===== config.mk =====
export PLATFORM = sky130hd
export DESIGN_NAME = alu_top
export DESIGN_NICKNAME = d
export VERILOG_FILES = /design/src/verilog/alu_pkg.sv /design/src/verilog/alu_out_stage.sv /design/src/verilog/alu_top.sv /design/src/verilog/bit_ops_unit.sv /design/src/verilog/sm_arith_unit.sv /design/src/verilog/tc_arith_unit.sv
export SDC_FILE = /design/constraint.sdc
export NUM_CORES = 1
export LEC_CHECK = 0
export BUFFER_PORTS_ARGS = -buffer_cell sky130_fd_sc_hd__buf_4
export CAP_MARGIN = 10
export CORE_MARGIN = 3
export CORE_UTILIZATION = 55
export DETAILED_ROUTE_END_ITERATION = 16
export GPL_TIMING_DRIVEN = 0
export HOLD_SLACK_MARGIN = 0.06
export MAX_ROUTING_LAYER = met4
export PLACE_DENSITY = 0.79
export SETUP_SLACK_MARGIN = 0.4
export SLEW_MARGIN = 20
export SYNTH_ARGS = -nofsm -noshare
export SYNTH_HDL_FRONTEND = slang
export SYNTH_SLANG_ARGS = --single-unit

===== constraint.sdc =====
create_clock -name i_clk -period 18.3 [get_ports i_clk]
set_input_delay 5.49 -clock i_clk [delete_from_list [all_inputs] [get_ports i_clk]]
set_output_delay 5.49 -clock i_clk [all_outputs]
set_load 0.1 [all_outputs]

===== src/verilog/alu_pkg.sv =====
`default_nettype none

package alu_pkg;

	// Opcode
	// Upper pair of bits picks the unit, lower pair the function inside it
	typedef logic [3:0] op_t;

	// Function code as seen by a single unit
	typedef logic [1:0] func_t;

	// Status word returned next to every result
	typedef logic [3:0] status_t;

	// Status bit positions
	localparam int STAT_ERR  = 0;
	// Result is all zeros
	localparam int STAT_ZERO = 1;
	// Odd number of ones in the result
	localparam int STAT_ODD  = 2;
	// Arithmetic overflow, never without STAT_ERR
	localparam int STAT_OVF  = 3;

	// Unit groups in the upper opcode bits
	localparam logic [1:0] GRP_SM  = 2'b00;
	localparam logic [1:0] GRP_TC  = 2'b01;
	localparam logic [1:0] GRP_BIT = 2'b10;
	// Group 11 has no unit behind it and is always an error

	// Sign-magnitude group
	localparam op_t OP_SM_ADD     = 4'b0001;
	localparam op_t OP_SM_DIV     = 4'b0010;
	localparam op_t OP_SM_TO_TC   = 4'b0011;

	// Two's complement group
	localparam op_t OP_TC_SUB_DBL = 4'b0100;
	localparam op_t OP_TC_LESS    = 4'b0101;
	localparam op_t OP_TC_ADD_CLR = 4'b0110;
	localparam op_t OP_TC_TO_SM   = 4'b0111;

	// Bit operation group
	localparam op_t OP_ABS_B      = 4'b1000;
	localparam op_t OP_SHR        = 4'b1011;

endpackage

`default_nettype wire


===== src/verilog/alu_out_stage.sv =====
`timescale 1ns/1ps
`default_nettype none

module alu_out_stage
	import alu_pkg::*;
#(
	parameter int DATA_W = 8
) (
	input  wire               i_clk,
	input  wire               i_reset,
	input  wire op_t          i_op,
	input  wire [DATA_W-1:0]  i_sm_result,
	input  wire [DATA_W-1:0]  i_tc_result,
	input  wire [DATA_W-1:0]  i_bit_result,
	input  wire               i_sm_err,
	input  wire               i_tc_err,
	input  wire               i_bit_err,
	input  wire               i_sm_ovf,
	input  wire               i_tc_ovf,
	input  wire               i_bit_ovf,
	output logic [DATA_W-1:0] o_result,
	output status_t           o_status,
	output logic              o_op_rdy,
	output logic              o_alu_error
);

	logic [1:0]        grp;
	logic [DATA_W-1:0] sel_result;
	logic              sel_err;
	logic              sel_ovf;
	logic [DATA_W-1:0] next_result;
	status_t           next_status;

	assign grp = i_op[3:2];

	// Units judge their own function codes, only the group is checked here
	always_comb begin
		case (grp)
			GRP_SM: begin
				sel_result = i_sm_result;
				sel_err    = i_sm_err;
				sel_ovf    = i_sm_ovf;
			end
			GRP_TC: begin
				sel_result = i_tc_result;
				sel_err    = i_tc_err;
				sel_ovf    = i_tc_ovf;
			end
			GRP_BIT: begin
				sel_result = i_bit_result;
				sel_err    = i_bit_err;
				sel_ovf    = i_bit_ovf;
			end
			// Group 11
			default: begin
				sel_result = '0;
				sel_err    = 1'b1;
				sel_ovf    = 1'b0;
			end
		endcase
	end

	// Any error returns zero
	assign next_result = sel_err ? '0 : sel_result;

	// Zero and parity come from the value actually registered
	always_comb begin
		next_status            = '0;
		next_status[STAT_ERR]  = sel_err;
		next_status[STAT_OVF]  = sel_ovf;
		next_status[STAT_ZERO] = (next_result == '0);
		next_status[STAT_ODD]  = ^next_result;
	end

	// Single register stage, one new operation per cycle
	always_ff @(posedge i_clk) begin
		if (!i_reset) begin
			o_result    <= '0;
			o_status    <= '0;
			o_op_rdy    <= 1'b0;
			o_alu_error <= 1'b0;
		end else begin
			o_result    <= next_result;
			o_status    <= next_status;
			o_op_rdy    <= !sel_err;
			o_alu_error <= sel_err;
		end
	end

	// Every operation taken out of reset ends as exactly one of ready or error
	a_rdy_xor_err: assert property (@(posedge i_clk) i_reset |=> (o_op_rdy != o_alu_error));

	// Overflow reported by any unit shows up as an error with a zero result
	a_ovf_is_err: assert property (@(posedge i_clk)
		o_status[STAT_OVF] |-> (o_status[STAT_ERR] && o_result == '0));

endmodule

`default_nettype wire


===== src/verilog/alu_top.sv =====
`timescale 1ns/1ps
`default_nettype none

module alu_top
	import alu_pkg::*;
#(
	parameter int DATA_W = 8
) (
	input  wire               i_clk,
	input  wire               i_reset,
	input  wire op_t          i_op,
	input  wire [DATA_W-1:0]  i_a,
	input  wire [DATA_W-1:0]  i_b,
	output logic [DATA_W-1:0] o_result,
	output status_t           o_status,
	output logic              o_op_rdy,
	output logic              o_alu_error
);

	// Per-unit results and flags
	logic [DATA_W-1:0] sm_result;
	logic [DATA_W-1:0] tc_result;
	logic [DATA_W-1:0] bit_result;
	logic              sm_err;
	logic              tc_err;
	logic              bit_err;
	logic              sm_ovf;
	logic              tc_ovf;
	logic              bit_ovf;

	// All three units see every operand, the out stage picks one
	sm_arith_unit #(.DATA_W(DATA_W)) u_sm (
		.i_a(i_a), .i_b(i_b), .i_func(i_op[1:0]),
		.o_result(sm_result), .o_err(sm_err), .o_ovf(sm_ovf)
	);

	tc_arith_unit #(.DATA_W(DATA_W)) u_tc (
		.i_a(i_a), .i_b(i_b), .i_func(i_op[1:0]),
		.o_result(tc_result), .o_err(tc_err), .o_ovf(tc_ovf)
	);

	bit_ops_unit #(.DATA_W(DATA_W)) u_bit (
		.i_a(i_a), .i_b(i_b), .i_func(i_op[1:0]),
		.o_result(bit_result), .o_err(bit_err), .o_ovf(bit_ovf)
	);

	// Selection, flags and the output register
	alu_out_stage #(.DATA_W(DATA_W)) u_out (
		.i_clk(i_clk), .i_reset(i_reset), .i_op(i_op),
		.i_sm_result(sm_result), .i_tc_result(tc_result), .i_bit_result(bit_result),
		.i_sm_err(sm_err), .i_tc_err(tc_err), .i_bit_err(bit_err),
		.i_sm_ovf(sm_ovf), .i_tc_ovf(tc_ovf), .i_bit_ovf(bit_ovf),
		.o_result(o_result), .o_status(o_status),
		.o_op_rdy(o_op_rdy), .o_alu_error(o_alu_error)
	);

endmodule

`default_nettype wire


===== src/verilog/bit_ops_unit.sv =====
`timescale 1ns/1ps
`default_nettype none

module bit_ops_unit
	import alu_pkg::*;
#(
	parameter int DATA_W = 8
) (
	input  wire [DATA_W-1:0] i_a,
	input  wire [DATA_W-1:0] i_b,
	input  wire func_t       i_func,
	output logic [DATA_W-1:0] o_result,
	output logic              o_err,
	output logic              o_ovf
);

	// Its absolute value does not fit in DATA_W bits
	localparam logic [DATA_W-1:0] MOST_NEG = {1'b1, {(DATA_W-1){1'b0}}};

	logic [DATA_W-1:0] neg_b;

	assign neg_b = '0 - i_b;

	always_comb begin
		o_result = '0;
		o_err    = 1'b0;
		o_ovf    = 1'b0;
		case (i_func)
			// Absolute value of B as a TC number
			2'b00: begin
				if (i_b == MOST_NEG) begin
					o_err = 1'b1;
					o_ovf = 1'b1;
				end else begin
					o_result = i_b[DATA_W-1] ? neg_b : i_b;
				end
			end
			// Logical right shift of A by B
			2'b11: begin
				if (i_b[DATA_W-1]) begin
					// Negative amount
					o_err = 1'b1;
				end else begin
					// Shift of DATA_W or more empties the word
					o_result = i_a >> i_b;
				end
			end
			// 01 and 10 left unused
			default: begin
				o_err = 1'b1;
			end
		endcase
	end

endmodule

`default_nettype wire


===== src/verilog/sm_arith_unit.sv =====
`timescale 1ns/1ps
`default_nettype none

module sm_arith_unit
	import alu_pkg::*;
#(
	parameter int DATA_W = 8
) (
	input  wire [DATA_W-1:0] i_a,
	input  wire [DATA_W-1:0] i_b,
	input  wire func_t       i_func,
	output logic [DATA_W-1:0] o_result,
	output logic              o_err,
	output logic              o_ovf
);

	// Magnitude width, top bit is the sign
	localparam int MAG_W = DATA_W - 1;

	// Operand fields
	logic             sign_a;
	logic             sign_b;
	logic [MAG_W-1:0] mag_a;
	logic [MAG_W-1:0] mag_b;

	// Extra top bit catches a carry out of the magnitude
	logic [MAG_W:0]   mag_sum;

	// Larger magnitude minus smaller one, with the winner's sign
	logic [MAG_W-1:0] mag_diff;
	logic             diff_sign;

	// Truncated quotient of the magnitudes
	logic [MAG_W-1:0] quot;

	// Negated magnitude in two's complement
	logic [DATA_W-1:0] tc_neg;

	assign sign_a = i_a[DATA_W-1];
	assign sign_b = i_b[DATA_W-1];
	assign mag_a  = i_a[MAG_W-1:0];
	assign mag_b  = i_b[MAG_W-1:0];

	assign mag_sum = {1'b0, mag_a} + {1'b0, mag_b};

	// Mixed signs subtract, result follows the larger magnitude
	always_comb begin
		if (mag_a >= mag_b) begin
			mag_diff  = mag_a - mag_b;
			diff_sign = sign_a;
		end else begin
			mag_diff  = mag_b - mag_a;
			diff_sign = sign_b;
		end
	end

	// Guarded so a zero divisor never reaches the divider
	assign quot = (mag_b == '0) ? '0 : mag_a / mag_b;

	// Negative zero comes out as plain zero here
	assign tc_neg = '0 - {1'b0, mag_a};

	always_comb begin
		o_result = '0;
		o_err    = 1'b0;
		o_ovf    = 1'b0;
		case (i_func)
			// Add
			2'b01: begin
				if (sign_a == sign_b) begin
					if (mag_sum[MAG_W]) begin
						// Magnitude no longer fits
						o_err = 1'b1;
						o_ovf = 1'b1;
					end else begin
						// A zero sum drops the sign
						o_result = {sign_a & (mag_sum != '0), mag_sum[MAG_W-1:0]};
					end
				end else begin
					o_result = {diff_sign & (mag_diff != '0), mag_diff};
				end
			end
			// Divide
			2'b10: begin
				if (mag_b == '0) begin
					// Covers negative zero as divisor too
					o_err = 1'b1;
				end else begin
					o_result = {(sign_a ^ sign_b) & (quot != '0), quot};
				end
			end
			// SM to TC, positive values pass through
			2'b11: begin
				o_result = sign_a ? tc_neg : i_a;
			end
			// Function 00 is not implemented
			default: begin
				o_err = 1'b1;
			end
		endcase
	end

endmodule

`default_nettype wire


===== src/verilog/tc_arith_unit.sv =====
`timescale 1ns/1ps
`default_nettype none

module tc_arith_unit
	import alu_pkg::*;
#(
	parameter int DATA_W = 8
) (
	input  wire [DATA_W-1:0] i_a,
	input  wire [DATA_W-1:0] i_b,
	input  wire func_t       i_func,
	output logic [DATA_W-1:0] o_result,
	output logic              o_err,
	output logic              o_ovf
);

	// Two guard bits hold A - 2B without loss
	localparam int WIDE_W = DATA_W + 2;

	// Most negative value, no SM form exists for it
	localparam logic [DATA_W-1:0] MOST_NEG = {1'b1, {(DATA_W-1){1'b0}}};

	// Highest bit index that B may clear
	localparam logic [DATA_W-1:0] LAST_BIT = DATA_W'(DATA_W - 1);

	logic [WIDE_W-1:0] dbl_diff;
	logic              dbl_ovf;
	logic [DATA_W:0]   sum;
	logic              sum_ovf;
	logic [DATA_W-1:0] clr_mask;
	logic              less;
	logic [DATA_W-1:0] neg_a;

	// Sign-extended A minus B shifted left by one
	assign dbl_diff = {{2{i_a[DATA_W-1]}}, i_a} - {i_b[DATA_W-1], i_b, 1'b0};

	// In range only if the guard bits copy the result sign
	assign dbl_ovf = (dbl_diff[WIDE_W-1:DATA_W-1] != '0) &&
		(dbl_diff[WIDE_W-1:DATA_W-1] != '1);

	// One guard bit is enough for a plain sum
	assign sum     = {i_a[DATA_W-1], i_a} + {i_b[DATA_W-1], i_b};
	assign sum_ovf = sum[DATA_W] ^ sum[DATA_W-1];

	// Negative B is above LAST_BIT as unsigned, so no bit is cleared
	assign clr_mask = (i_b <= LAST_BIT) ? ({{(DATA_W-1){1'b0}}, 1'b1} << i_b) : '0;

	assign less = $signed(i_a) < $signed(i_b);

	// Magnitude of a negative A lives in the low bits
	assign neg_a = '0 - i_a;

	always_comb begin
		o_result = '0;
		o_err    = 1'b0;
		o_ovf    = 1'b0;
		case (i_func)
			// Subtract-double
			2'b00: begin
				if (dbl_ovf) begin
					o_err = 1'b1;
					o_ovf = 1'b1;
				end else begin
					o_result = dbl_diff[DATA_W-1:0];
				end
			end
			// Signed less-than, result is 0 or 1
			2'b01: begin
				o_result = {{(DATA_W-1){1'b0}}, less};
			end
			// Add, then clear bit B of the sum
			2'b10: begin
				if (sum_ovf) begin
					o_err = 1'b1;
					o_ovf = 1'b1;
				end else begin
					o_result = sum[DATA_W-1:0] & ~clr_mask;
				end
			end
			// TC to SM
			default: begin
				if (i_a == MOST_NEG) begin
					o_err = 1'b1;
				end else if (i_a[DATA_W-1]) begin
					o_result = {1'b1, neg_a[DATA_W-2:0]};
				end else begin
					o_result = i_a;
				end
			end
		endcase
	end

endmodule

`default_nettype wire

=== After elaboration in Yosys (flattened, before gate mapping) ===
Index checks and enable logic that the tools add are counted.
W data, S select, Z words.

* Register bits: 14
* Bits of input ports: 22
* Output and inout bits: 14

* Reduce and logical (&&, ||, !) cells: 11
* Magnitude comparators: 3
* Div/mod/pow operators: 1
* Bitwise gates (word level): 7
* Mux-type cells: 36
* Equal/unequal tests: 9
* Add/sub/neg operators: 8
* Shift-type cells: 2

{| class="wikitable"
|+ Operators with widths
! kind !! number
|-
| $mux W8 || 13
|-
| $pmux W8 S3 || 3
|-
| $eq A8 B8 Y1 const B || 2
|-
| $pmux W8 S2 || 1
|-
| $mux W7 || 2
|-
| $reduce_bool A7 Y1 || 2
|-
| $sub A7 B7 Y7 || 2
|-
| $pmux W1 S3 || 4
|-
| $mux W1 || 11
|-
| $sub A8 B9 Y10 || 1
|-
| $add A8 B8 Y9 || 1
|-
| $add A7 B7 Y8 || 1
|-
| $and A8 B8 Y8 || 1
|-
| $le A8 B3 Y1 const B || 1
|-
| $logic_not A8 Y1 || 1
|-
| $lt A8 B8 Y1 || 1
|-
| $not A8 Y8 || 1
|-
| $reduce_bool A8 Y1 || 1
|-
| $reduce_xor A8 Y1 || 1
|-
| $shl A1 B8 Y8 const A || 1
|-
| $shr A8 B8 Y8 || 1
|-
| $sub A1 B7 Y8 const A || 1
|-
| $sub A1 B8 Y8 const A || 1
|-
| $div A7 B7 Y7 || 1
|-
| other kinds (14) || 22
|}

=== Depth between registers and ports, before layout ===
* Depth after elaboration: 9
* Gate-level depth with buffers: 47
* Gate-level depth less buffers: 46

=== Hierarchy ===
From an unflattened synthesis, not the netlist that was laid out.

* Cells, all modules: 706
* Area total of the unflattened synthesis: 5276.3 µm²

{| class="wikitable"
|+ By module, submodules not included
! module !! instances !! sequential area each (µm²) !! area an instance (µm²) !! cells an instance
|-
| sm_arith_unit || 1 || 0.0 || 2560.0 || 356
|-
| tc_arith_unit || 1 || 0.0 || 1440.1 || 199
|-
| alu_out_stage || 1 || 260.2 || 711.9 || 71
|-
| bit_ops_unit || 1 || 0.0 || 564.3 || 80
|}

=== Least setup slack after synthesis ===
Ideal clock, no wire load.

* Kind: input -> register
* Start: input i_b[0]
* End: register u_out.o_status[2]
* Setup slack: 3.655 ns
* Required time: 18.185 ns
* Stages: 43
* Data arrival time: 14.530 ns
* Cell sequence: clkbuf_1 inv_1 ha_1 a41oi_1 a21oi_1 ha_1 o21a_1 o21ai_2 mux2_4 ha_1 o21a_1 o211ai_1 or3_1 nand2_1 ha_1 a21oi_1 a21boi_0 o21ai_1 [7 not listed] ha_1 and3_1 o31ai_1 a311oi_2 mux2_2 ha_1 a21oi_1 o21ai_0 a21oi_1 o21ai_0 a32o_1 a211oi_1 o211a_1 or2_1 ha_1 xnor2_1 xnor2_1 nor2_1

* Longest elaborated chain between the ends: 9

{| class="wikitable"
|+ Ends and longest elaborated chain
! item !! RTL line !! RTL
|-
| start, declared || alu_top.sv:13 || <nowiki>input wire [DATA_W-1:0] i_b,</nowiki>
|-
| $div A7 B7 Y7 (tied with other cells) || sm_arith_unit.sv:58 || <nowiki>assign quot = (mag_b == '0) ? '0 : mag_a / mag_b;</nowiki>
|-
| $mux W7 (tied with other cells) || sm_arith_unit.sv:58 ||
|-
| $reduce_bool A7 Y1 (tied with other cells) || sm_arith_unit.sv:89 || <nowiki>o_result = {(sign_a ^ sign_b) & (quot != '0), quot};</nowiki>
|-
| $and A1 B1 Y1 (tied with other cells) || sm_arith_unit.sv:89 ||
|-
| $mux W8, on equally long branches || sm_arith_unit.sv:85, sm_arith_unit.sv:70, tc_arith_unit.sv:73 ||
|-
| $pmux W8 S3, on equally long branches || sm_arith_unit.sv:67, tc_arith_unit.sv:57 ||
|-
| $pmux W8 S3 || alu_out_stage.sv:38 || <nowiki>case (grp)</nowiki>
|-
| $mux W8 * || alu_out_stage.sv:64 || <nowiki>assign next_result = sel_err ? '0 : sel_result;</nowiki>
|-
| $reduce_xor A8 Y1 * || alu_out_stage.sv:72 || <nowiki>next_status[STAT_ODD] = ^next_result;</nowiki>
|-
| end signal, assigned || alu_out_stage.sv:84 || <nowiki>o_status <= next_status;</nowiki>
|-
| end, declared || alu_out_stage.sv:22 || <nowiki>output status_t o_status,</nowiki>
|}

Mark *: on every way between the ends. The rest lies on a longest branch, timed or not.
A chain may end at the register's enable or synchronous reset.

=== Worst setup path after layout ===
Ends and elaborated chain as after synthesis.

==> impl_metrics.yaml <==
run_status:
  outcome: "finished, final reports clean"
synth:
  synthArstFlopShare_pct: 0
  ys_ff_latch: 13
  synth_area_um2: 4606
  avgSynthCellArea_um2: 7.253
  syn_inst: 635
  syn-num-nets: 730
  ys_types: 89
  ys_warn_count: 0
  ys_seq_area_share_pct: 5.651
  synth-main-ff-cell: "dfxtp_1"
  synth_edf_count: 0
worst_setup_path:
  crit_slowest_cell: "a311oi_2"
  critical_path_class: "in -> reg"
  cp_max_fo: 13
  worst_ep_required_time_ns: 18.44
  cp-end-kind: "flip-flop"
  cp.arrival_ns: 16.97
  cp-start-kind: "input port"
  cp_common_cell: "ha_1"
  slowest_delay_ns: 0.81
die:
  die_h_um: 97.51
  die_w_um: 97.51
  core.rowCount: 32
  die_area_um2: 9508
  core_um2: 7928
  start_util_pct: 58.10
  ios: 36
timing:
  slew_violations: 0
  setup_slack_ns: 1.463
  tns_ns: 0
  period_minus_slack_ns: 16.84
  worst_pin_slew_ns: 1.058
  fin_crit_sh_pct: 92.00
  finalHoldViolCount: 0
  hold_slack_ns: 5.529
  slew_headroom_pct: 28.95
  finalSetupViolCount: 0
  fmax_mhz: 59.39
  rsz0062_at_grt: "no"
clocking:
  cts_resized: 0
  cts_root_buf: "clkbuf_8"
  clockBufferDepth: 2
  cts_sinks: 13
  clk_pin_slew_ns: 0.05
  cts_tree: "built"
  htreeDepth: 1
  post_cts_buffers: 0
  holdBufCountCts: 0
  cts_buffers: 3
drt:
  via_per_inst: 6.811
  avgRoutedWirePerCell_um: 21.71
  firstDrtPassIters: 5
  drc: 0
  num_vias: 5285
  dr.first_iter.drc_count: 466
  ant_nets: 0
  drt_wl_total_um: 16840
final_layout:
  drive_gt1_share_pct: 10.98
  layout_commonest_cell: "ha_1"
  syn_to_final_growth_pct: 9.454
  layout_common_cells: "ha_1, nand2_1, nor2_1"
  antenna_cells: 0
  nets: 770
  final_util_pct: 63.59
power:
  power_mw: 0.2451
  peakVddDrop_v: 0.00002659
  p_per_area_nw_per_um2: 48.62
  power.leakage_nw: 2.153
global_route:
  grt_pass1_vias: 4958
  grt_start_max_net_pins: 16
  antenna_found_initial: 0
  grt_pass1_wl_um: 26340
  grtUsageTotal_pct: 34.84
  gr-total-overflow: 0
hold_path:
  holdCritPathClass: "in -> reg"
place:
  dp_hpwl_um: 13470
  gp_congestion: 1.032
  place_ws_ns: 1.594
  portBuffers: 35
flow_run:
  drv_cap: 0
## worst max-delay path, delay by kind of cell
| kind | cells | cell delay [ns] |
|---|---|---|
| AO/OA/AOI/OAI | 19 | 4.98 |
| adder cells (fa/ha/maj) | 8 | 2.52 |
| multiplexers | 4 | 1.53 |
| buffers and inverters | 4 | 1.17 |
| AND/OR/NAND/NOR | 7 | 0.94 |
| XOR/XNOR | 2 | 0.35 |
## layer usage
metal / up-vias / wire, µm / part of all wire [%] / global-route usage [%]
li1: 2440 / - / - / -
met1: 2450 / 7100 / 42 / 45.80
met2: 324 / 7471 / 44 / 54.30
met3: 71 / 1436 / 8.5 / 3.877
met4: 0 / 835 / 5.0 / 14.38
met5: - / 0 / 0 / -
## registers in the layout, summed over array words and instances (netlist names)
name / flops
u_out.o_result: 8
u_out.o_status: 4
u_out.o_op_rdy: 1
## metrics by stage
stage	instance area, µm²	std cells
detailed placement	4996	772
floorplan	4606	635
global placement	4996	772
CTS	5041	776
finish	5041	776
global route	5041	776
## where the power goes
part           internal, mW  switching (mW)
clock                0.0154          0.0100
combinational        0.0684           0.120
sequential           0.0303        0.000553
total                 0.114           0.131
## cell type report
type	instances	area, µm²
tap	102	127.6
buffer	29	115.1
clock buffer	4	45.04
timing repair buffer	35	262.8
multi-input combinational	551	4073
fill	739	2887
inverter	42	157.7
sequential	13	260.3
## cells in the mapped netlist (13+ instances only)
cell type   n  share of area, %
ha_1       69                19
nand2_1    55               4.5
nor2_1     55               4.5
inv_1      41               3.3
a21oi_1    40               4.3
o21ai_0    33               3.6
clkbuf_1   22               1.8
xnor2_1    21               4.0
nor2b_1    14               1.9
dfxtp_1    13               5.7
mux2i_1    13               2.8
nand2b_1   13               1.8
## final timing paths
path | from | end | slack, ns | cells past startpoint
min | i_reset | u_out.o_status[3] | 5.53 | 2
max | i_b[0] | u_out.o_status[2] | 1.46 | 44
## logic make-up after synthesis
logic type                 count (synthesis)  synth area share [%]
AOI/OAI and AO/OA                        204                 31.87
xor gates and xnor gates                  31                 5.895
adders and majority gates                 73                 20.48
muxes                                     26                 6.085
buffers and inverters                     71                 5.922
and+or+nand+nor                          217                 24.10
DFF                                       13                 5.651
Power figures use the tool's default switching activity.
